### config.mk
export PLATFORM = sky130hd
export DESIGN_NAME = backend_ctrl
export DESIGN_NICKNAME = d
export VERILOG_FILES = /design/src/verilog/backend_pkg.sv /design/src/verilog/backend_ctrl.sv
export SDC_FILE = /design/constraint.sdc
export NUM_CORES = 1
export LEC_CHECK = 0
export BUFFER_PORTS_ARGS = -buffer_cell sky130_fd_sc_hd__buf_2
export CAP_MARGIN = 15
export CORE_AREA = 10 10 47 49
export CTS_BUF_LIST = sky130_fd_sc_hd__clkbuf_4 sky130_fd_sc_hd__clkbuf_8 sky130_fd_sc_hd__clkbuf_16
export DETAILED_ROUTE_END_ITERATION = 10
export DIE_AREA = 0 0 57 59
export RECOVER_POWER = 25
export SLEW_MARGIN = 40
export SYNTH_ARGS = -nofsm -noshare
export SYNTH_HDL_FRONTEND = slang
export SYNTH_SLANG_ARGS = --single-unit
### constraint.sdc
create_clock -name clk -period 2.9 [get_ports clk]
set_input_delay 0.435 -clock clk [delete_from_list [all_inputs] [get_ports clk]]
set_output_delay 0.435 -clock clk [all_outputs]
set_load 0.01 [all_outputs]
### src/verilog/backend_pkg.sv
`default_nettype none

package backend_pkg;

	parameter int XLEN      = 32;
	parameter int ARN_W     = 4;
	parameter int PRN_W     = 5;
	parameter int ROB_TAG_W = 3;
	parameter int IMM_W     = 16;

	// unknown encodings are treated as op_illegal
	typedef enum logic [3:0] {
		op_add     = 4'h0,
		op_sub     = 4'h1,
		op_and     = 4'h2,
		op_or      = 4'h3,
		op_xor     = 4'h4,
		op_addi    = 4'h5,
		op_beq     = 4'h6,
		op_bne     = 4'h7,
		op_illegal = 4'hf
	} opcode_e;

	typedef enum logic [1:0] {
		st_run     = 2'd0,
		st_flush   = 2'd1,
		st_recover = 2'd2,
		st_halted  = 2'd3
	} ctrl_state_e;

	typedef struct packed {
		logic             valid;
		logic [XLEN-1:0]  pc;
		opcode_e          opcode;
		logic [ARN_W-1:0] dest_arn;
		logic [ARN_W-1:0] src1_arn;
		logic [ARN_W-1:0] src2_arn;
		logic [IMM_W-1:0] imm;
	} fetch_pkt_t;

	typedef struct packed {
		logic                 valid;
		logic [XLEN-1:0]      pc;
		opcode_e              opcode;
		logic [IMM_W-1:0]     imm;
		logic [PRN_W-1:0]     src1_prn;
		logic [PRN_W-1:0]     src2_prn;
		logic                 src1_rdy;
		logic                 src2_rdy;
		logic [PRN_W-1:0]     dest_prn;
		logic                 has_dest;
		logic [ROB_TAG_W-1:0] rob_tag;
	} iq_entry_t;

	typedef struct packed {
		logic                 valid;
		logic [ROB_TAG_W-1:0] rob_tag;
		logic [PRN_W-1:0]     dest_prn;
		logic                 has_dest;
		logic [XLEN-1:0]      result;
		logic                 branch_taken;
		logic [XLEN-1:0]      redirect_pc;
	} wb_pkt_t;

	// commit trace, dest_arn is zero when nothing is written
	typedef struct packed {
		logic             valid;
		logic [XLEN-1:0]  pc;
		logic [ARN_W-1:0] dest_arn;
		logic [XLEN-1:0]  result;
		logic             is_branch;
		logic             branch_taken;
		logic             exception;
	} retire_pkt_t;

endpackage

`default_nettype wire

### src/verilog/backend_ctrl.sv
`timescale 1ns/1ps
`default_nettype none

module backend_ctrl import backend_pkg::*; (
	input  logic clk,
	input  logic rst_n,
	input  logic misp,
	input  logic exception,
	output logic dispatch_en,
	output logic flush,
	output logic recover
);

	ctrl_state_e state;
	ctrl_state_e state_nxt;

	always_comb begin
		state_nxt = state;
		case (state)
			st_run: begin
				if (exception)
					state_nxt = st_halted;
				else if (misp)
					state_nxt = st_flush;
			end
			// recovery trails the flush so the last arch map write lands first
			st_flush:   state_nxt = st_recover;
			st_recover: state_nxt = st_run;
			default:    state_nxt = st_halted;
		endcase
	end

	always_ff @(posedge clk or negedge rst_n) begin
		if (!rst_n)
			state <= st_run;
		else
			state <= state_nxt;
	end

	// no dispatch while the retire pulse is still up
	assign dispatch_en = (state == st_run) && !misp && !exception;
	// halted keeps the queues empty
	assign flush       = (state == st_flush) || (state == st_halted);
	assign recover     = (state == st_recover);

endmodule

`default_nettype wire

== Yosys cells after proc, flatten, opt, wreduce, memory -nomap -nowiden ==
Index checks and enable logic that the tools add are counted.
Storage, ports and cells
  register bits after elaboration: 2
  bits of input ports: 4
  output and inout port bits: 3
  logic and storage cells: 14
Operators by class
  eq/ne operators: 4
  mux-type cells: 3
  reduce and logical (&&, ||, !) cells: 6
Operators by type and width (number)
  one-hot mux 2 bit (3 select lines): 1
  equality test 2 bit, second input constant: 2
  2-to-1 mux 2 bit: 2
  inequality test 3 bit, second input constant: 1
  equality test 2 x 1 -> 1 bit, second input constant: 1
  logical AND 1 bit: 2
  logical NOT 1 bit: 2
  logical NOT 2 bit: 1
  logical OR 1 bit: 1

== Longest topological paths before layout ==
  depth in word-level cells: 3
  depth in mapped cells: 4
  gate-level depth less buffers: 4

== Least setup slack after synthesis ==
No wires, ideal clock.
  path kind: flip-flop to output port
  from: register state[1]
  to: output port flush
  arrival time: 930 ps
  data required time: 2465 ps
  slack: 1535 ps
  cell stages (with the launch flop): 4
  buffers on the path: 0
  cells stage by stage: dfrtp_1 inv_1 ha_1 or2_2
Between the ends
  longest elaborated chain between the ends: 2
RTL lines
  start, declared: RTL line backend_ctrl.sv:14  | ctrl_state_e state;
  start signal, assigned: RTL line backend_ctrl.sv:35  | state <= st_run;
  start signal, assigned: RTL line backend_ctrl.sv:37  | state <= state_nxt;
  equality test 2 x 1 -> 1 bit or equality test 2 bit (tied branches): RTL line backend_ctrl.sv:43  | assign flush = (state == st_flush) || (state == st_halted);
  logical OR 1 bit (*): RTL line backend_ctrl.sv:43
  end, declared: RTL line backend_ctrl.sv:10  | output logic flush,
Mark *: on every way between the ends. The rest lies on a longest branch, timed or not.

== Worst setup path after layout ==
Same ends and word-level chain as after synthesis.

==> results.yml <==
route:
  dr_total_vias: 147
  avgRoutedWirePerCell_um: 9.171
  routed_wl_um: 376
  route.detailed.drc: 0
  dr.pass1.iters: 2
  drt-initial-drc-count: 2
  final_antenna_net_count: 0
  via_per_inst: 3.585
die:
  core_area_sq_mm: 0.001401
  die-area_sq_mm: 0.003363
  num_rows: 14
  ioPinCount: 7
  chipWidth_um: 57
  initial_core_util_pct: 12.14
  die_h_um: 59
yosys:
  synth_warnings: 0
  avgSynthCellArea_sq_um: 11.34
  synth_nets: 23
  syn_inst: 15
  ys_seq_area_share_pct: 29.41
  yosys.cell_types.count: 8
  synth-seq-cells: 2
  syn_area_sq_um: 170.2
global_route:
  gr-usage-met2_pct: 3.721
  use_met1_pct: 2.952
  grt_max_degree: 5
  track_usage_pct: 3.277
  grt_use_met3_pct: 3.219
  grt-ovfl-total: 0
  grt_pass1_wl_um: 745
  busiest_layer: "met4"
  antenna_found_initial: 0
  grt_pass1_vias: 165
sta:
  fin_hold_ws_ps: 529.0
  finalHoldViolCount: 0
  finalCritPeriodShare_pct: 60.11
  setup-tns-final_ps: 0
  worstMarginPinSlew_ps: 247.7
  finalSetupViolCount: 0
  max_freq_ghz: 0.5736
  min_period_ps: 1743
  slew_headroom_pct: 83.25
  grt_setup_unrepaired: "no"
  fin_worst_skew_ps: 0.6745
  slew_viol_final: 0
power:
  leakage_uw: 0.0001235
  peakVddDrop_mv: 0.3043
  p_per_area_mw_per_mm2: 990.7
clocking:
  clock_path_buffers: 2
  insertion_delay_ps: 220
  cts_resized: 0
  cts_root_buf: "clkbuf_4"
  cts_post_setup_buffers_inserted: 0
  numCtsBuffers: 3
  clock_sinks: 2
  h-tree-depth: 1
  cts_tree: "done"
  clkTransAtPathRegs_ps: 30
  postCtsHoldBufs: 1
cells_and_area:
  antenna_cells: 0
  reg_top3: "state (2)"
  regMostFlops: "state"
  largest_register_ffs: 2
  fin_cells: 41
  drive_gt1_share_pct: 40.00
  areaGrowthSynthToFinish_pct: 47.79
  final_cell_area_sq_um: 251.5
  nets: 35
worst_hold_path:
  hp-class: "primary input to async pin"
setup_path:
  startpoint_type: "flop"
  cp.required_ps: 2470
  worstSetupEndpointType: "output pin"
  cp.arrival_ps: 1310
  worstSetupPathType: "flop to output pin"
  path_max_fanout: 4
placement:
  dpl_cell_area_sq_um: 220.2
  portBuffers: 6
  dp.cells: 37
  gp_congestion: 0.5739
flow_run:
  cap_violations: 0
outcome:
  status: "complete, no violations"
-- final timing paths --
path	startpoint	cells after the start	slack, ps	to
min reg2reg	state[0]	2	620	state[0]
min	rst_n	2	530	state[0]
max in group asynchronous	rst_n	2	2240	state[1]
max	state[1]	4	1160	flush
max reg2reg	state[0]	4	1710	state[0]
min in group clk	misp	3	550	state[0]
-- power by group --
part           internal, uW  total, uW  switching [uW]  leakage, uW
Sequential             44.1       57.3            13.2    0.0000234
Combinational          65.0        131            65.7    0.0000863
Clock                  45.6       61.2            15.6    0.0000138
-- per-layer routing --
layer	routed length (um)	vias up
li1	-	73
met1	183	70
met2	173	4
met3	18	0
met4	0	0
met5	0	-
-- synthesized netlist by cell type --
| master | count | area share [%] |
|---|---|---|
| dfrtp_1 | 2 | 29 |
| ha_1 | 4 | 29 |
| inv_1 | 2 | 4.4 |
| mux2i_1 | 1 | 5.9 |
| nor3_1 | 2 | 5.9 |
| nor3b_4 | 1 | 11 |
| nor4b_1 | 2 | 10 |
| or2_2 | 1 | 3.7 |
-- cell usage in the layout (no fill, tap or decap) --
cell type      synthesis  routed
buf_2                  0       5
ha_1                   4       4
clkbuf_4               0       3
inv_1                  2       2
nor3_1                 2       2
nor4b_1                2       2
dfrtp_1                2       2
or2_2                  1       1
nor3b_4                1       1
mux2i_1                1       1
dlygate4sd3_1          0       1
clkbuf_1               0       1
-- final cells by class --
| cell class | instances | area, sq um |
|---|---|---|
| Sequential cell | 2 | 50.05 |
| Fill cell | 170 | 1150 |
| Timing Repair Buffer | 7 | 38.79 |
| Tap cell | 16 | 20.02 |
| Clock buffer | 3 | 22.52 |
| Inverter | 2 | 7.507 |
| Multi-Input combinational cell | 11 | 112.6 |
-- per-stage QoR --
step / setup WS (ps) / utilization (%) / power (uW)
floorplan: 1535 / - / 150.8
global placement: 1377 / 15.71 / 189.1
detailed placement: 1379 / 15.71 / 192.4
CTS: 1136 / 18.04 / 259.0
global route: 1048 / 17.95 / 287.8
finish: 1157 / 17.95 / 249.2
-- kinds of logic after synthesis --
kind of cell / count (synthesis) / synth area share (%)
fa+ha+maj: 4 / 29.41
flops: 2 / 29.41
simple gates: 6 / 30.89
buf+inv: 2 / 4.413
mux: 1 / 5.883
-- critical path: stages, from the launching register on --
cell and delay (ps):
dfrtp_1 380, inv_1 70, ha_1 200, or2_2 290
buf_2 140
Power figures use the tool's default switching activity.
