`src/verilog/backend_pkg.sv`:
```
`default_nettype none

package backend_pkg;

	parameter int XLEN      = 32;
	parameter int ARN_W     = 4;
	parameter int PRN_W     = 5;
	parameter int ROB_TAG_W = 3;
	parameter int IMM_W     = 16;

	// unknown encodings are treated as op_illegal
	typedef enum logic [3:0] {
		op_add     = 4'h0,
		op_sub     = 4'h1,
		op_and     = 4'h2,
		op_or      = 4'h3,
		op_xor     = 4'h4,
		op_addi    = 4'h5,
		op_beq     = 4'h6,
		op_bne     = 4'h7,
		op_illegal = 4'hf
	} opcode_e;

	typedef enum logic [1:0] {
		st_run     = 2'd0,
		st_flush   = 2'd1,
		st_recover = 2'd2,
		st_halted  = 2'd3
	} ctrl_state_e;

	typedef struct packed {
		logic             valid;
		logic [XLEN-1:0]  pc;
		opcode_e          opcode;
		logic [ARN_W-1:0] dest_arn;
		logic [ARN_W-1:0] src1_arn;
		logic [ARN_W-1:0] src2_arn;
		logic [IMM_W-1:0] imm;
	} fetch_pkt_t;

	typedef struct packed {
		logic                 valid;
		logic [XLEN-1:0]      pc;
		opcode_e              opcode;
		logic [IMM_W-1:0]     imm;
		logic [PRN_W-1:0]     src1_prn;
		logic [PRN_W-1:0]     src2_prn;
		logic                 src1_rdy;
		logic                 src2_rdy;
		logic [PRN_W-1:0]     dest_prn;
		logic                 has_dest;
		logic [ROB_TAG_W-1:0] rob_tag;
	} iq_entry_t;

	typedef struct packed {
		logic                 valid;
		logic [ROB_TAG_W-1:0] rob_tag;
		logic [PRN_W-1:0]     dest_prn;
		logic                 has_dest;
		logic [XLEN-1:0]      result;
		logic                 branch_taken;
		logic [XLEN-1:0]      redirect_pc;
	} wb_pkt_t;

	// commit trace, dest_arn is zero when nothing is written
	typedef struct packed {
		logic             valid;
		logic [XLEN-1:0]  pc;
		logic [ARN_W-1:0] dest_arn;
		logic [XLEN-1:0]  result;
		logic             is_branch;
		logic             branch_taken;
		logic             exception;
	} retire_pkt_t;

endpackage

`default_nettype wire

```
`src/verilog/prf.sv`:
```
`timescale 1ns/1ps
`default_nettype none

module prf import backend_pkg::*; #(
	parameter int PRF_DEPTH = 32
) (
	input  logic             clk,
	input  logic             rst_n,
	input  logic [PRN_W-1:0] rd_a_addr,
	input  logic [PRN_W-1:0] rd_b_addr,
	output logic [XLEN-1:0]  rd_a_data,
	output logic [XLEN-1:0]  rd_b_data,
	input  wb_pkt_t          wr
);

	logic [XLEN-1:0] regs [PRF_DEPTH];

	always_ff @(posedge clk or negedge rst_n) begin
		if (!rst_n) begin
			for (int p = 0; p < PRF_DEPTH; p++)
				regs[p] <= '0;
		end else if (wr.valid && wr.has_dest) begin
			regs[wr.dest_prn] <= wr.result;
		end
	end

	// no bypass, a write shows up the cycle after
	assign rd_a_data = regs[rd_a_addr];
	assign rd_b_data = regs[rd_b_addr];

endmodule

`default_nettype wire

```
`config.mk`:
```
export PLATFORM = sky130hd
export DESIGN_NAME = prf
export DESIGN_NICKNAME = d
export VERILOG_FILES = /design/src/verilog/backend_pkg.sv /design/src/verilog/prf.sv
export SDC_FILE = /design/constraint.sdc
export NUM_CORES = 2
export LEC_CHECK = 0
export ABC_AREA = 1
export BUFFER_PORTS_ARGS = -buffer_cell sky130_fd_sc_hd__buf_4
export CORE_ASPECT_RATIO = 1.25
export CORE_MARGIN = 5
export CORE_UTILIZATION = 63
export CTS_CLUSTER_DIAMETER = 200
export DETAILED_ROUTE_END_ITERATION = 10
export GPL_ROUTABILITY_DRIVEN = 0
export PLACE_DENSITY = 0.77
export SLEW_MARGIN = 20
export SYNTH_ARGS = -nofsm -noshare
export SYNTH_HDL_FRONTEND = slang
export SYNTH_SLANG_ARGS = --single-unit
```
`constraint.sdc`:
```
create_clock -name clk -period 2.78 [get_ports clk]
set_input_delay 0.556 -clock clk [delete_from_list [all_inputs] [get_ports clk]]
set_output_delay 0.556 -clock clk [all_outputs]
set_load 0.02 [all_outputs]
```
# == Word level (Yosys, flattened, before mapping) ==
# Cells that the tools add are included.
# word_totals
register_bits,1024
input_bits,87
output_inout_bits,64
word_cells,50
# classes
order_cmp,4
mux,9
bitwise,3
reduce_logical,2
# op_table
op,count
bitwise mux 1024 bit,1
binary-select mux 32 bit (select 5 bit),2
demux 32 bit (select 5 bit),1
two-way mux 32 bit,5
"greater-or-equal comparator 6 bit, second input constant",3
inverter 5 -> 6 bit,3
"< comparator 6 x 1 -> 1 bit, second input constant",1
logical AND 1 bit,2

# == Logic depth before layout (Yosys ltp) ==
# depth
depth_word,6
depth_mapped,12

# == Worst setup path after synthesis ==
# No wires, ideal clock.
# synth_timing
path_kind,input -> output
start,in rd_b_addr[0]
end,out rd_b_data[16]
t_arrival_ps,1900
required_time_ps,2224
path_slack_ps,324
cell_stages,12
path_buffers,3
path_cell_list,buf_2 inv_2 clkbuf_1 clkbuf_1 nand2_1 nand3_1 nand3_1 nand2_1 nand2_1 nand2_1 nand2_1 nand2_1
# synth_via
elab_chain_len,4
# synth_rtl
element,line,source
start: declaration,prf.sv:10,"input logic [PRN_W-1:0] rd_b_addr,"
inverter 5 -> 6 bit (implied by the code),prf.sv:29,assign rd_b_data = regs[rd_b_addr];
binary-select mux 32 bit (select 5 bit),prf.sv:29,
two-way mux 32 bit (implied by the code) (2 in a row),prf.sv:29,
end: declaration,prf.sv:12,"output logic [XLEN-1:0] rd_b_data,"
# Every way passes these cells. The select of a mux whose other input is x is not followed.

# == Worst setup path in the final report ==
# layout_timing
start,in rd_a_addr[0]
end,out rd_a_data[21]
# layout_via
elab_chain_len,4
# layout_rtl
element,line,source
start: declaration,prf.sv:9,"input logic [PRN_W-1:0] rd_a_addr,"
inverter 5 -> 6 bit (implied by the code),prf.sv:28,assign rd_a_data = regs[rd_a_addr];
binary-select mux 32 bit (select 5 bit),prf.sv:28,
two-way mux 32 bit (implied by the code) (2 in a row),prf.sv:28,
end: declaration,prf.sv:11,"output logic [XLEN-1:0] rd_a_data,"
# Every way passes these cells. The select of a mux whose other input is x is not followed.

==> flow_summary_export.csv <==
group,metric,value,unit
status,status,"finished, violations left",
status,violations,"negative setup slack",
yosys,synth.avg_cell_area,6.80,um^2
yosys,ys_ff_latch,1024,
sta,min_period,2.80,ns
yosys,syn_inst,8304,
final_layout,top_regs,"regs x1024",
place,place_area,0.0606,mm^2
yosys,synth_area,0.0565,mm^2
clock_tree,cts-root-buf,"clkbuf_16",
critical_path,critPathLaunchType,"input pin",
route,antenna_left,0,
route,drtIter0Drc,9172,
final_layout,nFillCells,7232,
global_route,grt_pass1_wl,324,mm
route,routed_wl,212,mm
yosys,syn_nets,8391,
floorplanning,start_util,63.6,%
final_layout,area_growth,13.9,%
final_layout,postLayoutCellArea,0.0643,mm^2
power_and_ir_drop,p_total,40600,uW
place,io_buffers,114,
final_layout,final_layout_size_suffix_gt1_share,7.96,%
floorplanning,die_h,345,um
route,vias_per_cell,6.38,
sta,fin_skew,0,ns
sta,setup_ws,-0.0151,ns
critical_path,critical_path_required,2.22,ns
power_and_ir_drop,peakVddDrop,0.000561,V
sta,setup-violations-final,1,
final_layout,final_cell_mix,"nand2_1 (3,902), nand3_1 (1,536), dfrtp_1 (1,024), o21ai_0 (940), buf_4 (256)",
critical_path,cp_max_fo,35,
power_and_ir_drop,p_leak,0.0308,uW
critical_path,cp_data_arrival_time,2.24,ns
clock_tree,cts_sinks,1024,
critical_path,worstSetupEndpointType,"primary output",
floorplanning,rows,122,
global_route,grt_overflow,0,
route,drt-wirelength-per-cell,22.6,um
yosys,yosysSeqAreaShare,45.4,%
power_and_ir_drop,p_per_area,632,mW/mm^2
yosys,yosys.area.top_type_share,45.4,%
yosys,yosys-top-cells-area,"dfrtp_1 (45%), nand2_1 (26%), nand3_1 (14%)",
sta,tightest_slew,1.02,ns
hold_path,holdCritPathClass,"input pin to flop",
final_layout,antenna_cells,0,
place,dp_hpwl,123,mm
final_layout,layout.nets,8204,
floorplanning,ios,151,
sta,rsz0062_at_grt,"yes",
route,vias,59800,
final_layout,largest_reg_flops,1024,
clock_tree,clock_latency,0.68,ns
global_route,grt_max_degree,88,
yosys,synth_top_area_cell,"dfrtp_1",
sta,tns,-0.0151,ns
critical_path,crit_type,"input pin to primary output",
route,dr.pass1.iters,9,
sta,slew_headroom,32.0,%
place,place_ws,0.0734,ns
final_layout,multi_input_area,0.0280,mm^2
clock_tree,cts_made_buffers,103,
yosys,ys_warn_count,0,
clock_tree,cts_htree_levels,3,
clock_tree,cts_tree,"yes",
final_layout,largest_register,"regs",
global_route,antenna_found_initial,0,
floorplanning,die_w,278,um
sta,fmax,358,MHz
sta,hold_viol_final,0,
final_layout,seq_area,0.0256,mm^2
route,drc_errors,0,
sta,maxSlewViolCount,0,
sta,hold_slack,0.385,ns
global_route,grt_pass1_vias,56500,
clock_tree,clock_path_buffers,3,
sta,finalCritPeriodShare,101,%
clock_tree,cts.clk_slew.worst_paths,0.06,ns
run,max_cap_viol_count,0,
yosys,ys_types,15,
global_route,grt_use_total,42.9,%
floorplanning,dieArea,0.0958,mm^2
final_layout,final_common_cell,"nand2_1",
floorplanning,core,0.0888,mm^2
==> through the flow <==
step | utilization (%) | cells
floorplan | - | 8304
global placement | 68.2 | 9187
detailed placement | 68.2 | 9187
CTS | 72.2 | 9379
global route | 72.4 | 9381
finish | 72.4 | 9381
==> repair_timing <==
item	in CTS	in global routing
endpoints found under the setup margin	0	13
hold endpoints to repair	23	0
gates resized for setup	0	16
hold buffers	1	0
setup buffers	0	0
==> path summary, 6_finish.rpt <==
| check | start | end | slack (ns) | cells past startpoint |
|---|---|---|---|---|
| worst max-delay path | rd_a_addr[0] | rd_a_data[21] | -0.02 | 12 |
| worst min-delay path | wr[40] | regs[775] | 0.38 | 4 |
| worst max register to register | regs[737] | regs[737] | 2.02 | 2 |
| worst min register to register | regs[488] | regs[488] | 0.51 | 2 |
| max in group asynchronous | rst_n | regs[303] | 1.42 | 4 |
| min in group asynchronous | rst_n | regs[769] | 0.41 | 2 |
==> synth_stat cells <==
cell	number
nand2_1	3904
nand3_1	1536
dfrtp_1	1024
o21ai_0	940
clkbuf_1	577
o21ai_1	84
buf_2	79
buf_1	68
inv_1	43
nand2_2	25
nand2_4	8
nor3_2	7
inv_2	4
nor3_4	4
nor3_1	1
==> cell type report <==
type,count,area share [%]
Clock buffer,159,4.82
Timing Repair Buffer,432,8.48
Tap cell,1178,2.29
Multi-Input combinational cell,6509,43.5
Clock inverter,32,0.695
Inverter,47,0.360
Sequential cell,1024,39.8
==> routing by layer <==
metal / up-vias / routed length, um / GRT usage, %
met5: - / 0 / 0
met4: 0 / 17300 / 29.9
met3: 1076 / 28000 / 10.2
met2: 4425 / 91100 / 65.0
met1: 27700 / 75300 / 54.8
li1: 26600 / - / -
==> where the power goes <==
part / internal [uW] / switching [uW] / total, uW
clock network: 8500 / 6230 / 14700
logic: 2800 / 4670 / 7470
registers: 16900 / 1580 / 18400
==> logic make-up after synthesis <==
| kind of cell | share of synthesized area [%] |
|---|---|
| simple gates | 40.2 |
| flops | 45.4 |
| compound gates | 9.08 |
| buf+inv | 5.30 |
==> critical path, cell delays in order <==
cell and delay [ns]:
buf_8 0.19, buf_16 0.29, buf_12 0.22, nand2_1 0.08, nand3_1 0.10, nand3_1 0.10, nand2_1 0.09, nand2_1 0.06
nand2_1 0.07, nand2_1 0.05, nand2_1 0.20, buf_4 0.19
No activity file was read; power rests on OpenSTA's default activity.
