`src/verilog/backend_pkg.sv`:
```
`default_nettype none

package backend_pkg;

	parameter int XLEN      = 32;
	parameter int ARN_W     = 4;
	parameter int PRN_W     = 5;
	parameter int ROB_TAG_W = 3;
	parameter int IMM_W     = 16;

	// unknown encodings are treated as op_illegal
	typedef enum logic [3:0] {
		op_add     = 4'h0,
		op_sub     = 4'h1,
		op_and     = 4'h2,
		op_or      = 4'h3,
		op_xor     = 4'h4,
		op_addi    = 4'h5,
		op_beq     = 4'h6,
		op_bne     = 4'h7,
		op_illegal = 4'hf
	} opcode_e;

	typedef enum logic [1:0] {
		st_run     = 2'd0,
		st_flush   = 2'd1,
		st_recover = 2'd2,
		st_halted  = 2'd3
	} ctrl_state_e;

	typedef struct packed {
		logic             valid;
		logic [XLEN-1:0]  pc;
		opcode_e          opcode;
		logic [ARN_W-1:0] dest_arn;
		logic [ARN_W-1:0] src1_arn;
		logic [ARN_W-1:0] src2_arn;
		logic [IMM_W-1:0] imm;
	} fetch_pkt_t;

	typedef struct packed {
		logic                 valid;
		logic [XLEN-1:0]      pc;
		opcode_e              opcode;
		logic [IMM_W-1:0]     imm;
		logic [PRN_W-1:0]     src1_prn;
		logic [PRN_W-1:0]     src2_prn;
		logic                 src1_rdy;
		logic                 src2_rdy;
		logic [PRN_W-1:0]     dest_prn;
		logic                 has_dest;
		logic [ROB_TAG_W-1:0] rob_tag;
	} iq_entry_t;

	typedef struct packed {
		logic                 valid;
		logic [ROB_TAG_W-1:0] rob_tag;
		logic [PRN_W-1:0]     dest_prn;
		logic                 has_dest;
		logic [XLEN-1:0]      result;
		logic                 branch_taken;
		logic [XLEN-1:0]      redirect_pc;
	} wb_pkt_t;

	// commit trace, dest_arn is zero when nothing is written
	typedef struct packed {
		logic             valid;
		logic [XLEN-1:0]  pc;
		logic [ARN_W-1:0] dest_arn;
		logic [XLEN-1:0]  result;
		logic             is_branch;
		logic             branch_taken;
		logic             exception;
	} retire_pkt_t;

endpackage

`default_nettype wire

```
`src/verilog/exec_unit.sv`:
```
`timescale 1ns/1ps
`default_nettype none

module exec_unit import backend_pkg::*; (
	input  logic             clk,
	input  logic             rst_n,
	input  logic             flush,
	input  iq_entry_t        issue,
	output logic [PRN_W-1:0] rd_a_addr,
	output logic [PRN_W-1:0] rd_b_addr,
	input  logic [XLEN-1:0]  rd_a_data,
	input  logic [XLEN-1:0]  rd_b_data,
	output wb_pkt_t          wb
);

	logic [XLEN-1:0] imm_ext;
	logic [XLEN-1:0] op_b;
	logic [XLEN-1:0] result;
	logic            taken;

	assign rd_a_addr = issue.src1_prn;
	assign rd_b_addr = issue.src2_prn;
	assign imm_ext   = {{(XLEN - IMM_W){issue.imm[IMM_W-1]}}, issue.imm};
	assign op_b      = (issue.opcode == op_addi) ? imm_ext : rd_b_data;

	always_comb begin
		result = '0;
		taken  = 1'b0;
		case (issue.opcode)
			op_add, op_addi: result = rd_a_data + op_b;
			op_sub:          result = rd_a_data - op_b;
			op_and:          result = rd_a_data & op_b;
			op_or:           result = rd_a_data | op_b;
			op_xor:          result = rd_a_data ^ op_b;
			// predicted not-taken, so taken means mispredict
			op_beq:          taken  = (rd_a_data == rd_b_data);
			op_bne:          taken  = (rd_a_data != rd_b_data);
			default: ;
		endcase
	end

	always_ff @(posedge clk or negedge rst_n) begin
		if (!rst_n) begin
			wb <= '0;
		end else begin
			wb.valid        <= issue.valid && !flush;
			wb.rob_tag      <= issue.rob_tag;
			wb.dest_prn     <= issue.dest_prn;
			wb.has_dest     <= issue.has_dest;
			wb.result       <= result;
			wb.branch_taken <= taken;
			wb.redirect_pc  <= issue.pc + imm_ext;
		end
	end

endmodule

`default_nettype wire

```
`config.mk`:
```
export PLATFORM = sky130hd
export DESIGN_NAME = exec_unit
export DESIGN_NICKNAME = d
export VERILOG_FILES = /design/src/verilog/backend_pkg.sv /design/src/verilog/exec_unit.sv
export SDC_FILE = /design/constraint.sdc
export NUM_CORES = 1
export LEC_CHECK = 0
export BUFFER_PORTS_ARGS = -buffer_cell sky130_fd_sc_hd__buf_2
export CAP_MARGIN = 10
export CORE_UTILIZATION = 35
export CTS_BUF_LIST = sky130_fd_sc_hd__clkbuf_8
export CTS_CLUSTER_DIAMETER = 50
export CTS_CLUSTER_SIZE = 40
export DETAILED_ROUTE_END_ITERATION = 6
export GPL_ROUTABILITY_DRIVEN = 0
export GPL_TIMING_DRIVEN = 0
export PLACE_DENSITY_LB_ADDON = 0.2
export SYNTH_ARGS = -nofsm -noshare
export SYNTH_HDL_FRONTEND = slang
export SYNTH_SLANG_ARGS = --single-unit
```
`constraint.sdc`:
```
create_clock -name clk -period 0.8 [get_ports clk]
set_clock_uncertainty 0.1 [all_clocks]
set_input_delay 0.12 -clock clk [delete_from_list [all_inputs] [get_ports clk]]
set_output_delay 0.12 -clock clk [all_outputs]
set_load 0.05 [all_outputs]
```
## Word-level counts from Yosys, hierarchy flattened

Index checks and enable logic that the tools add are counted.
Widths: inputs -> output; s select.

- Add/sub/neg operators: 3
- Equality and inequality tests: 9
- Muxes and demuxes: 3
- Bitwise gates (word level): 3
- Reduce and logical (&&, ||, !) cells: 4

Operators with widths:

| cell | number |
|---|---|
| $pmux 32 s5 | 1 |
| $add 32x32->32 | 2 |
| $and 32x32->32 | 1 |
| $eq 32x32->1 | 1 |
| $mux 32 | 1 |
| $ne 32x32->1 | 1 |
| $or 32x32->32 | 1 |
| $sub 32x32->32 | 1 |
| $xor 32x32->32 | 1 |
| $eq 4x3->1 const B | 4 |
| $eq 4x2->1 const B | 2 |
| $eq 4x1->1 const B | 1 |
| $logic_not 4->1 | 1 |
| $pmux 1 s2 | 1 |
| $reduce_or 2->1 | 1 |
| $logic_and 1x1->1 | 1 |
| $logic_not 1->1 | 1 |

- Register bits after elaboration: 75

## Depth between registers and ports, before layout

- Word-level depth: 4
- Gate-level depth with buffers: 22
- Gate-level depth less buffers: 19

## Worst setup path before layout

Ideal clock, no wire load.

- Path type: input to register
- Start: input port issue[40] (netlist bit)
- End: register wb[57] (netlist bit)
- Library setup time: 136 ps
- Arrival time: 3471 ps
- Required time: 564 ps
- Path slack: -2907 ps
- Stages on the path: 16
- Path buffers: 3
- Path through: buf_2 -> and4bb_4 -> buf_2 -> buf_2 -> mux2i_1 -> xnor2_1 -> ha_1 -> o21a_1 -> or4_1 -> o21ai_1 -> o311ai_2 -> a31oi_1 -> o211ai_1 -> a21oi_1 -> xor2_1 -> o21ai_0

- Longest elaborated chain between the ends: 4

Ends and longest elaborated chain:

| element | RTL line | RTL |
|---|---|---|
| from (decl) | exec_unit.sv:8 | `input iq_entry_t issue,` |
| $eq 4x3->1 | exec_unit.sv:24, exec_unit.sv:29 |  |
| $mux 32 | exec_unit.sv:24 | `assign op_b = (issue.opcode == op_addi) ? imm_ext : rd_b_data;` |
| $sub 32x32->32, or another cell as far along | exec_unit.sv:31 | `op_sub: result = rd_a_data - op_b;` |
| $pmux 32 s5 * | exec_unit.sv:29 | `case (issue.opcode)` |
| named net result[24] | exec_unit.sv:18 | `logic [XLEN-1:0] result;` |
| to (decl) | exec_unit.sv:13 | `output wb_pkt_t wb` |

Mark *: on every way through the listed nets, which the timed path passes. The rest lies on a longest branch.

## Final worst setup path

- Start: input port issue[40] (netlist bit)
- End: register wb[60] (netlist bit)

The elaborated chain is that of the path after synthesis.

==> reports/summary.txt <==
top cell type's share of synthesized area = 23.1%
drt first-iter violations = 751
worst setup margin = -2720 ps
Avg Inst Size Synth = 8.43 sq um
worst hold path type = primary input to async pin
area delta synth->final = 57.6%
endpoints failing hold = 84
Max-slew headroom = 52.1%
violations in the final reports = hold timing, setup timing
root buf cell = clkbuf_8
port buffer count = 211
total track usage = 24.3%
Post-synth EDFFs = 0
Synth Cell Area = 0.00812 sq mm
initial core utilization = 35.7%
CTS tree = built
syn nets = 1,231
H-tree Lvls = 3
Hold WS = -425 ps
Final Max Slew Viols = 0
worst vdd ir = 0.757 mV
core area = 0.0227 sq mm
Detail Placement HPWL = 21.0 mm
min Tclk post-route = 3520 ps
Setup WS pre-CTS = -3410 ps
Worst-Margin Slew = 718 ps
synth top area cells = dfrtp_1 23%, ha_1 19%, xnor2_1 6.8%, xor2_1 6.2%, a21oi_1 5.4%
clk sink count = 75
Die Ht = 154 um
Die ar. = 0.0238 sq mm
# DRC = 0
row count = 55
Die X = 154 um
Top reg by flops = wb
Setup violations, final = 138
register area share after synthesis = 23.1%
Cells after Synth = 963
Non-Filler Instances = 1,601
Synth area leader = dfrtp_1
overflow left after global routing = 0
RSZ-0062 raised after global routing = true
Async SR Flop Fraction = 100%
final period utilization = 440%
share of layout cells above drive strength 1 = 47.8%
outcome = complete, but fails checks
Regs by FF count = wb: 75 flops
Placed Cells = 1,460
CP startpoint kind = primary input
leakage = 0.00589 uW
Req. time, crit path = 960 ps
Total Wirelength = 29.8 mm
top_reg_cell synth = dfrtp_1
Max Buffers Root-to-Sink = 2
largest net degree at the start of global routing = 42
final net count = 1,579
initial antenna violation count = 0
vias in the first global route = 8,496
Netlist cell types = 72
critical path class = primary input to flip-flop
first-pass GRT wire length = 44.7 mm
Vias = 8,565
pwr dens = 1510 mW/mm^2
DR vias/cell = 5.35
crit-path max FO = 6
clock transition at the registers of the reported paths = 90 ps
DRT antenna net count = 0
io pins = 226
crit end category = flip-flop
fmax = 284 MHz
Critical Path AT = 3680 ps
Max-cap violations = 0
CTS buffer count = 9
max reg flops = 75
DRT Pass-1 Iters = 6
routed length per instance = 18.6 um
Antenna diodes = 0
Yosys reg bits = 75
synth warn = 0
stage by stage:
| stage | util, % | total power (uW) | TNS, ps | area [sq um] | hold WS, ps |
|---|---|---|---|---|---|
| after global placement | 43.9 | 12800 | -224130 | 9980 | 128 |
| after global routing | 56.3 | 20300 | -133340 | 12800 | -386 |
| after CTS | 52.9 | 18400 | -122520 | 12000 | -413 |
| after floorplan | - | 10700 | -97990 | 8570 | -276 |
| final | 56.3 | 19300 | -126040 | 12800 | -425 |
| after detailed placement | 44.0 | 12900 | -132480 | 10000 | 30.2 |
per-layer routing:
| metal | global-route usage [%] | part of all wire (%) | vias to the layer above |
|---|---|---|---|
| li1 | - | - | 4097 |
| met1 | 31.3 | 43 | 4052 |
| met2 | 41.5 | 48 | 363 |
| met3 | 3.45 | 5.9 | 53 |
| met4 | 8.20 | 2.3 | 0 |
| met5 | 0 | 0 | - |
where the power goes:
part	switching [uW]	leakage, uW	internal (uW)
registers	273	0.000839	4440
clock network	1820	0.000107	1560
logic	6400	0.00494	4770
total	8500	0.00589	10800
Yosys cell counts, drive strengths merged (3+ instances only):
library cell and instances:
o31ai 3, xnor2 63, nand4 9, and3 6, a21o 23, xor2 57, nor2b 7, o211ai 3
inv 84, a31oi 10, a221o 5, mux2i 11, a211oi 3, a221oi 24, nor3 17, o21ai 68
dfrtp 75, nand2 57, nor2 82, ha 125, o21bai 8, nor4 14, clkbuf 19, nand3 17
buf 19, a21boi 3, o2111ai 3, and2 5, a21oi 90, o21a 14, nand2b 7
critical path, cell delays in order:
cell       delay (ps)
buf_12            100
and4bb_4          420
buf_4             130
nor2_1             30
a22o_2            290
o21a_1            160
buf_6             150
a21oi_1           180
xnor2_1           140
ha_1              330
a2111oi_2         320
o21ai_1           120
o21ai_1           140
o21ai_1           110
a211oi_2          270
o21ai_1           140
a21oi_2           230
xor2_1            200
o21ai_1            80
area by class of cell:
class,instances,area (sq um)
Multi-Input combinational cell,766,6870
Tap cell,285,357
Inverter,84,318
Fill cell,2007,9920
Sequential cell,75,1970
Clock buffer,10,138
Clock inverter,6,70.1
Timing Repair Buffer,339,2800
Buffer,36,273
what timing repair did:
item,CTS,global route
cloned,0,1
setup buffers,83,44
resized for setup,282,133
hold buffers,12,1
pin swaps,83,100
endpoints found under the hold margin,59,44
setup endpoints to repair,138,139
cells by family (layout without fill, tap and decap cells):
kind of cell,count (synthesis),after routing,synth area share [%]
AOI/OAI and AO/OA,274,274,22.5
and+or+nand+nor,234,234,14.0
adders and majority gates,127,127,19.8
buffers and inverters,122,475,6.23
xor gates and xnor gates,120,120,13.0
DFF,75,75,23.1
muxes,11,11,1.36
path summary, 6_finish.rpt:
path,cells after the start,to,startpoint,slack (ps)
max,19,wb[60]$_DFF_PN0_,issue[40],-2720
min,1,wb[22]$_DFF_PN0_,rst_n,-430
max in group asynchronous,2,wb[41]$_DFF_PN0_,rst_n,410
min in group clk,3,wb[32]$_DFF_PN0_,issue[38],-110
cells in the final DEF, fill, tap and decap left out, drive strengths merged, types with 6 or more instances in the layout:
cell | Yosys | layout
a21o | 23 | 23
o21bai | 8 | 8
nor2 | 82 | 82
dlygate4sd3 | 0 | 12
nand2b | 7 | 7
xor2 | 57 | 57
clkbuf | 19 | 27
nand3 | 17 | 17
nand2 | 57 | 57
dfrtp | 75 | 75
a21oi | 90 | 90
nand4 | 9 | 9
ha | 125 | 125
nor4 | 14 | 14
nor3 | 17 | 17
o21a | 14 | 14
o21ai | 68 | 68
a31oi | 10 | 10
and3 | 6 | 6
buf | 19 | 346
inv | 84 | 86
nor2b | 7 | 7
mux2i | 11 | 11
a221oi | 24 | 24
xnor2 | 63 | 63
Note: power is estimated with default switching activity, not from simulation.
