$ cat config.mk
export PLATFORM = sky130hd
export DESIGN_NAME = issue_queue
export DESIGN_NICKNAME = d
export VERILOG_FILES = /design/src/verilog/backend_pkg.sv /design/src/verilog/issue_queue.sv
export SDC_FILE = /design/constraint.sdc
export NUM_CORES = 1
export LEC_CHECK = 0
export ABC_AREA = 1
export BUFFER_PORTS_ARGS = -buffer_cell sky130_fd_sc_hd__buf_2
export CORE_MARGIN = 1
export CORE_UTILIZATION = 50
export CTS_CLUSTER_DIAMETER = 60
export DETAILED_ROUTE_END_ITERATION = 6
export GPL_TIMING_DRIVEN = 1
export PLACE_DENSITY = 0.7
export SKIP_CTS_REPAIR_TIMING = 1
export SLEW_MARGIN = 10
export SYNTH_ARGS = -nofsm -noshare
export SYNTH_HDL_FRONTEND = slang
export SYNTH_SLANG_ARGS = --single-unit
$ cat constraint.sdc
create_clock -name clk -period 5.5 [get_ports clk]
set_clock_uncertainty 0.2 [all_clocks]
set_input_delay 1.1 -clock clk [delete_from_list [all_inputs] [get_ports clk]]
set_output_delay 1.1 -clock clk [all_outputs]
set_load 0.03 [all_outputs]
$ cat src/verilog/backend_pkg.sv
`default_nettype none

package backend_pkg;

	parameter int XLEN      = 32;
	parameter int ARN_W     = 4;
	parameter int PRN_W     = 5;
	parameter int ROB_TAG_W = 3;
	parameter int IMM_W     = 16;

	// unknown encodings are treated as op_illegal
	typedef enum logic [3:0] {
		op_add     = 4'h0,
		op_sub     = 4'h1,
		op_and     = 4'h2,
		op_or      = 4'h3,
		op_xor     = 4'h4,
		op_addi    = 4'h5,
		op_beq     = 4'h6,
		op_bne     = 4'h7,
		op_illegal = 4'hf
	} opcode_e;

	typedef enum logic [1:0] {
		st_run     = 2'd0,
		st_flush   = 2'd1,
		st_recover = 2'd2,
		st_halted  = 2'd3
	} ctrl_state_e;

	typedef struct packed {
		logic             valid;
		logic [XLEN-1:0]  pc;
		opcode_e          opcode;
		logic [ARN_W-1:0] dest_arn;
		logic [ARN_W-1:0] src1_arn;
		logic [ARN_W-1:0] src2_arn;
		logic [IMM_W-1:0] imm;
	} fetch_pkt_t;

	typedef struct packed {
		logic                 valid;
		logic [XLEN-1:0]      pc;
		opcode_e              opcode;
		logic [IMM_W-1:0]     imm;
		logic [PRN_W-1:0]     src1_prn;
		logic [PRN_W-1:0]     src2_prn;
		logic                 src1_rdy;
		logic                 src2_rdy;
		logic [PRN_W-1:0]     dest_prn;
		logic                 has_dest;
		logic [ROB_TAG_W-1:0] rob_tag;
	} iq_entry_t;

	typedef struct packed {
		logic                 valid;
		logic [ROB_TAG_W-1:0] rob_tag;
		logic [PRN_W-1:0]     dest_prn;
		logic                 has_dest;
		logic [XLEN-1:0]      result;
		logic                 branch_taken;
		logic [XLEN-1:0]      redirect_pc;
	} wb_pkt_t;

	// commit trace, dest_arn is zero when nothing is written
	typedef struct packed {
		logic             valid;
		logic [XLEN-1:0]  pc;
		logic [ARN_W-1:0] dest_arn;
		logic [XLEN-1:0]  result;
		logic             is_branch;
		logic             branch_taken;
		logic             exception;
	} retire_pkt_t;

endpackage

`default_nettype wire

$ cat src/verilog/issue_queue.sv
`timescale 1ns/1ps
`default_nettype none

module issue_queue import backend_pkg::*; #(
	parameter int IQ_DEPTH = 4
) (
	input  logic      clk,
	input  logic      rst_n,
	input  logic      flush,
	input  iq_entry_t enq,
	input  wb_pkt_t   wb,
	output logic      full,
	output iq_entry_t issue
);

	localparam int IDX_W = $clog2(IQ_DEPTH);

	// collapsing queue, index 0 holds the oldest entry
	iq_entry_t           q     [IQ_DEPTH];
	iq_entry_t           q_nxt [IQ_DEPTH];
	iq_entry_t           woken [IQ_DEPTH];
	logic [IQ_DEPTH-1:0] can_issue;
	logic                sel_valid;
	logic [IDX_W-1:0]    sel_idx;
	logic                enq_ok;
	logic                placed;

	assign full   = q[IQ_DEPTH-1].valid;
	// illegal ops complete in the ROB and never issue
	assign enq_ok = enq.valid && enq.opcode != op_illegal;

	always_comb begin
		for (int i = 0; i < IQ_DEPTH; i++) begin
			woken[i]     = q[i];
			can_issue[i] = q[i].valid && q[i].src1_rdy && q[i].src2_rdy;
			if (wb.valid && wb.has_dest) begin
				if (q[i].src1_prn == wb.dest_prn)
					woken[i].src1_rdy = 1'b1;
				if (q[i].src2_prn == wb.dest_prn)
					woken[i].src2_rdy = 1'b1;
			end
		end
	end

	// oldest ready wins
	always_comb begin
		sel_valid = 1'b0;
		sel_idx   = '0;
		for (int i = IQ_DEPTH - 1; i >= 0; i--) begin
			if (can_issue[i]) begin
				sel_valid = 1'b1;
				sel_idx   = IDX_W'(i);
			end
		end
		issue = sel_valid ? q[sel_idx] : '0;
	end

	always_comb begin
		for (int i = 0; i < IQ_DEPTH - 1; i++)
			q_nxt[i] = (sel_valid && i >= sel_idx) ? woken[i + 1] : woken[i];
		q_nxt[IQ_DEPTH-1] = sel_valid ? '0 : woken[IQ_DEPTH-1];
		placed = 1'b0;
		for (int i = 0; i < IQ_DEPTH; i++) begin
			if (enq_ok && !placed && !q_nxt[i].valid) begin
				q_nxt[i] = enq;
				placed   = 1'b1;
			end
		end
	end

	always_ff @(posedge clk or negedge rst_n) begin
		if (!rst_n) begin
			for (int i = 0; i < IQ_DEPTH; i++)
				q[i] <= '0;
		end else if (flush) begin
			for (int i = 0; i < IQ_DEPTH; i++)
				q[i].valid <= 1'b0;
		end else begin
			q <= q_nxt;
		end
	end

endmodule

`default_nettype wire

== After elaboration in Yosys (flattened, before gate mapping) ==
Index checks and enable logic that the tools add are counted.
Word-level totals
  register bits: 296
  bits in latches: 0
  RAM bits: 0
  ROM bits: 0
  input bits: 152
  output and inout port bits: 75
  word-level logic and storage cells: 138
  memories kept: 0
Operators by class
  add/subtract/negate cells: 0
  multipliers: 0
  div/mod/pow operators: 0
  order comparisons: 4
  equal/unequal tests: 9
  shift operators: 0
  muxes and demuxes: 39
  bitwise operators: 2
  reduce and logical (&&, ||, !) cells: 40
Operators by type and width (count)
  two-way mux 74 bit: 11
  binary-select mux 74 bit (select 2 bit): 1
  == test 5 bit: 8
  logical AND 1 bit: 20
  two-way mux 1 bit: 19
  two-way mux 2 bit: 8
  nonzero test 3 bit: 3
  AND reduction 2 bit: 4
  nonzero test 2 bit: 4
  zero test 1 bit: 7
  AND reduction 3 bit: 2
  greater-or-equal comparator 1 x 2 -> 1 bit, first input constant: 2
  != test 4 bit, second input constant: 1
  greater-or-equal comparator 3 bit, second input constant: 1
  NOT 2 -> 3 bit: 1
  greater-or-equal comparator 2 bit, first input constant: 1
  NOT 1 bit: 1

== Logic depth before layout (Yosys ltp) ==
Gate-level depths: netlist of run 1.
  depth in word-level cells: 25
  mapped depth: 13
  depth with buffers taken out: 11

== Worst setup path after synthesis of run 1 ==
OpenSTA, ideal clock, no wires.
  path type: reg-to-output
  start: register q, in the netlist full
  end: output port issue[20] in the netlist's numbering
  arrival time: 2.098 ns
  data required time: 4.200 ns
  slack: 2.102 ns
  stages on the path, launching flop included: 9
  buffers on the path: 2
  cells stage by stage: dfrtp_1 > nand3_1 > o21ai_2 > nand2_2 > buf_2 > buf_2 > nand2_1 > nand3_1 > a21oi_1
RTL lines
  start, declared: RTL line issue_queue.sv:19  | iq_entry_t q [IQ_DEPTH];
  start signal, assigned: RTL line issue_queue.sv:79  | q <= q_nxt;
  end, declared: RTL line issue_queue.sv:13  | output iq_entry_t issue

==> results by group, run 1 <==
Outcome
  – Status: completed

Routing
  – Vias per cell: 5.75
  – DR vias: 17,200
  – Initial DRC Count: 1,579
  – WL final: between 50 and 60 mm
  – Residual DRC: 0
  – Post-DR wirelength/cell: ~19 microns
  – Drt first pass iters: 6
  – DRT antenna net count: 0

Final layout
  – Fin nets: approximately 2,700
  – Final core occ: 0.573
  – Proportion of layout cells with a drive suffix above 1: 0.109
  – P&R area growth vs syn: 12.4%

Yosys
  – Synth Net Count: between 2,000 and 3,000
  – Top FF cell, synth: dfrtp_1
  – Post-Syn Area: 17,100 sq um
  – FF+latch count, synth: a little under 300
  – Post-synth top area cell: dfrtp_1
  – Compound-Gate Fraction of Synth Area: 0.158
  – Synth top area cells: dfrtp_1 43%, nand2_1 21%, nand3_1 7.3%
  – Sequential share of the synthesized area: 0.432
  – Largest family of logic cells by synthesized area: simple AND/OR/NAND/NOR gates
  – Synthesis Warnings: 0
  – Mux cell area share after synthesis: 0
  – Async set-reset flop share out of synthesis: 1.00
  – Dominant cell by count in the synthesized netlist: nand2_1
  – Syn_area_per_cell: ~6.9 sq um
  – Post-synthesis adder-cell area fraction: 0
  – Yosys cell types: 30
  – Post-Synthesis Cells: between 2,000 and 2,500
  – Post-Synth Simple-Gate Area: 0.310
  – Post-synthesis xor/xnor area fraction: 0.00256
  – Synth top area share: 0.432
  – Post-synth EDFFs: 0
  – Post-synth top cells: 950 x nand2_1, 296 x dfrtp_1, 251 x nand3_1

Global route
  – Vias in the first global route: 16,400
  – Largest net degree at the start of global routing: ~160
  – GR peak layer: met2
  – Total track usage: 0.315
  – Met2 Usage GRT: 0.512
  – Gr ovfl total: 0
  – Antenna violations before repair: 4
  – Grt met3 use: 0.0458
  – Met1 global-route usage: 0.427
  – First-pass GRT wire length: between 80 and 90 mm

Floorplanning
  – Die width: approximately 190 microns
  – I/O Pins: 227
  – Initial Utilization: 0.510
  – Area of the core: 33,600 sq um
  – Die area: approximately 35,000 sq um
  – Die height: 187 microns
  – Cell Rows: between 60 and 70

STA
  – Fin. Hold Viols: 0
  – Setup tns final: 0 ns
  – Fmax: about 220 MHz
  – Final period utilization: 0.835
  – Max-slew headroom: 0.203
  – Tmin final: approximately 4.6 ns
  – Endpoints failing setup: 0
  – Final Max Tran Viols: 0
  – Fin Hold WS: ~0.28 ns
  – Least-Margin Pin Slew: 1.19 ns
  – RSZ-0062 raised after global routing: false

Worst setup path
  – Flop2flop setup slack: roughly 1.6 ns
  – WS Path Type: reg2out
  – Critical-path maximum fanout: 160
  – R2r startpoint: q[231]
  – Worst Setup EP: issue[14]
  – Worst r2r dst: q[180]
  – R2R cell count: 11
  – Type of destination of the critical path: output pin
  – Critical Path Source Type: flip-flop
  – CP arrival: roughly 3.3 ns
  – Crit path required time: between 4 and 5 ns
  – Crit path from: q[232]

CTS
  – CTS clock-pin slew for the worst setup and hold paths: ~0.060 ns
  – CTS max path bufs: 3
  – CTS tree: done
  – H-tree depth: 2
  – Num CTS Buffers: 36
  – CTS Root Cell: clkbuf_16
  – Clock Latency Late Sink: between 0.5 and 0.6 ns
  – CTS sink cnt: between 200 and 300

Place
  – Port Buffers: between 150 and 200
  – Gpl congestion: 0.914
  – HPWL Detailed: slightly above 30 mm

Power and ir drop
  – Static Leakage: approximately 10 nW
  – VDD IR max: approximately 0.39 mV
  – Power Dens Cells: roughly 390 nW/um^2

Min path
  – Worst hold path type: reg2reg

Flow run
  – Max_cap viols: 0
power breakdown:
part / switching [W] / internal [W]
Combinational: 0.00163 / 0.000570
Sequential: 0.000252 / 0.00257
Clock: 0.000972 / 0.00152
Total: 0.00286 / 0.00466
area by class of cell:
cell class              instances  area, sq um
multi-input cells            1774         8130
fillers                      3147        14400
flip-flops and latches        296         7410
well taps                     448          561
repair buffers                189         1080
clock inverters                12          174
clock buffers                  53         1060
inverters                     222          837
diodes                          2         5.00
metal layers:
layer | up-vias | part of all wire
met5 | - | 0.00041
met4 | 4 | 0.025
met3 | 115 | 0.087
met2 | 810 | 0.47
met1 | 8186 | 0.42
li1 | 8101 | -
worst max-delay path: stages (launching register included):
cell	delay, ns
dfrtp_1	0.45
nand3_4	0.32
nand2_8	0.77
buf_4	0.40
o211ai_1	0.11
o31ai_1	0.17
buf_2	0.29
cells in the final DEF (no fill, tap or decap), types with 5 or more instances in the layout:
cell type	count
dfrtp_1	296
buf_2	157
inv_1	212
o21ai_0	155
o22ai_1	38
o21ai_1	80
a21oi_1	57
a22oi_1	45
nor2_1	79
nand2_1	949
clkbuf_8	5
nand3_1	251
xor2_1	5
nor2_4	6
buf_4	27
clkbuf_16	38
o31ai_1	23
nand2_2	7
o211ai_1	60
inv_2	7
clkinv_2	7
clkbuf_1	10
sequential cells by signal, indices dropped and copies added, names as in the netlist:
signal	flops
q	295
full	1
cells by family after synthesis:
logic type,count (synthesis)
flops,296
simple gates,1306
xor+xnor,5
buf+inv,400
compound gates,463
metrics by stage:
stage	setup WS [ns]	total power, W	cell area [sq um]	cells
after detailed placement	1.19	0.00500	18000	2929
after global placement	1.25	0.00494	18000	2929
final	0.905	0.00752	19300	2996
after global routing	0.805	0.00787	19300	2995
after CTS	1.04	0.00750	19200	2994
after floorplan	2.10	0.00429	17100	2470
how the worst min path moves through the flow:
stage                     startpoint  endpoint  slack [ns]  cells after the start
final                         q[117]    q[117]        0.28                      2
after global routing           q[87]     q[87]        0.29                      2
after CTS                     q[101]    q[101]        0.28                      2
after detailed placement      q[123]    q[123]        0.26                      2
after global placement        q[113]    q[113]        0.26                      2
after floorplan               q[100]    q[100]        0.25                      2
Power figures use the tool's default switching activity.
==> run 2, diff against run 1 <==
==> constraint.sdc (replaced) <==
create_clock -name clk -period 4.7 [get_ports clk]
set_clock_uncertainty 0.2 [all_clocks]
set_input_delay 0.94 -clock clk [delete_from_list [all_inputs] [get_ports clk]]
set_output_delay 0.94 -clock clk [all_outputs]
set_load 0.03 [all_outputs]
==> results by group, run 2 (synthesis results as in run 1) <==
Power and ir drop
  – Net Sw Frac: 0.381 (+0.00122)
  – Pint: 0.00543 W (+16%)
  – Sequential share of power: 0.376 (about the same)
  – Static Leakage: 10.2 nW (+0.56%)
  – Psw: 0.00334 W (+17%)
  – Clock network fraction of design power: 0.328 (-0.004)
  – Power Dens Cells: 453 nW/um^2 (+16%)
  – Combinational power share: 0.296 (+0.003)
  – VDD IR max: 0.391 mV (-0.41%)

STA
  – Max-slew headroom: 0.322 (+0.119)
  – Fin Hold WS: 0.225 ns (-0.0518 ns)
  – Final Max Tran Viols: 0 (unchanged)
  – Endpoints failing setup: 0 (unchanged)
  – Final period utilization: 0.897
  – Tmin final: approximately 4.2 ns
  – Fmax: 237 MHz
  – Least-Margin Pin Slew: 1.02 ns (-0.176 ns)
  – RSZ-0062 raised after global routing: false
  – Setup tns final: 0 ns (unchanged)
  – Fin. Hold Viols: 0 (unchanged)

Worst setup path
  – R2R cell count: 10 (-1)
  – Type of destination of the critical path: output pin
  – Critical-path maximum fanout: 28 (-83%)
  – CP arrival: 3.08 ns (-0.21 ns)
  – Crit path required time: 3.56 ns (-0.64 ns)
  – WS Path Type: reg2out
  – Critical Path Source Type: flip-flop

Floorplanning
  – Cell Rows: 67 (unchanged)
  – Area of the core: 33,600 sq um (unchanged)
  – Die height: 187 microns (unchanged)
  – I/O Pins: 227 (unchanged)
  – Die area: 35,000 sq um (unchanged)
  – Die width: 187 microns (unchanged)
  – Initial Utilization: 0.510 (unchanged)

Place
  – Port Buffers: 158 (unchanged)
  – Gpl congestion: 0.892 (-2.5%)
  – HPWL Detailed: 31.6 mm (+4.0%)

Global route
  – Vias in the first global route: 16,600 (+1.4%)
  – Total track usage: 0.322 (+0.00700)
  – Antenna violations before repair: 4 (unchanged)
  – First-pass GRT wire length: 90.6 mm (+2.3%)
  – Largest net degree at the start of global routing: 109 (-32%)
  – Gr ovfl total: 0 (unchanged)

Routing
  – Residual DRC: 0 (unchanged)
  – DR vias: 17,300 (+0.77%)
  – Vias per cell: 5.77 (+0.36%)
  – DRT antenna net count: 0 (unchanged)
  – Drt first pass iters: 6 (unchanged)
  – WL final: 55.8 mm (+0.46%)
  – Initial DRC Count: 1,913 (+21%)
  – Post-DR wirelength/cell: 18.6 microns (about the same)

CTS
  – CTS max path bufs: 3 (unchanged)
  – Num CTS Buffers: 37 (+2.8%)
  – CTS clock-pin slew for the worst setup and hold paths: 0.06 ns (about the same)
  – CTS Root Cell: clkbuf_16
  – H-tree depth: 2 (unchanged)
  – CTS sink cnt: 296 (unchanged)
  – Clock Latency Late Sink: 0.53 ns (about the same)
  – CTS tree: done

Final layout
  – Final core occ: 0.576 (+0.00343)
  – Most common cell after layout, fill and taps aside: nand2_1
  – Proportion of layout cells with a drive suffix above 1: 0.114 (+0.00457)
  – Most frequent cells in the layout: 949 x nand2_1, 296 x dfrtp_1, 251 x nand3_1
  – P&R area growth vs syn: 13.1%
  – Top reg by flops: q
  – Max reg flops: 295 (unchanged)
  – Fin nets: 2,683 (+0.45%)

Flow run
  – Max_cap viols: 0 (unchanged)

Min path
  – Worst hold path type: in2async

Outcome
  – Status: completed
## run 2: power by group through the flow
stage	Sequential, W	Combinational [W]	Clock, W
after detailed placement	0.00333	0.00255	0
after global placement	0.00331	0.00251	0
after floorplan	0.00325	0.00177	0
final	0.00330	0.00260	0.00288
after global routing	0.00335	0.00284	0.00302
after CTS	0.00329	0.00257	0.00292
## run 2: stage by stage
| stage | std cells | setup slack (ns) | area, sq um | power, W |
|---|---|---|---|---|
| floorplan | 2470 | 1.46 | 17100 | 0.00502 |
| global placement | 2940 | 1.10 | 18100 | 0.00581 |
| detailed placement | 2940 | 1.07 | 18100 | 0.00588 |
| CTS | 3006 | 0.521 | 19400 | 0.00878 |
| global route | 3007 | 0.359 | 19400 | 0.00921 |
| finish | 3008 | 0.483 | 19400 | 0.00877 |
## run 2: worst paths after layout
| kind | from | endpoint | slack [ns] |
|---|---|---|---|
| max | q[231] | issue[8] | 0.48 |
| min | rst_n | q[18] | 0.23 |
| max reg2reg | q[231] | q[116] | 1.12 |
| min reg2reg | q[109] | q[109] | 0.28 |
| max in group asynchronous | rst_n | q[85] | 2.87 |
| min in group clk | q[109] | q[109] | 0.28 |
## run 2: layer usage
metal  wire length [microns]  vias up  track usage
li1                        -     8122            -
met1                   23000     8191        0.436
met2                   25600      901        0.520
met3                    5260      130       0.0490
met4                    1880        4        0.125
met5                      16        -            0
## run 2: critical path, stage by stage (launching register included)
cell and delay, ns:
dfrtp_1 0.43, nand3_4 0.34, nand2_2 0.11, inv_2 0.08, nand2_2 0.05, inv_2 0.31, buf_4 0.46, o211ai_1 0.16
a21oi_1 0.35, buf_2 0.27
## run 2: cell type report
cell class | count | area, sq um
fillers | 3149 | 14200
multi-input cells | 1774 | 8130
flip-flops and latches | 296 | 7410
repair buffers | 200 | 1200
clock buffers | 51 | 1050
inverters | 222 | 837
well taps | 448 | 561
clock inverters | 15 | 175
diodes | 2 | 5.00
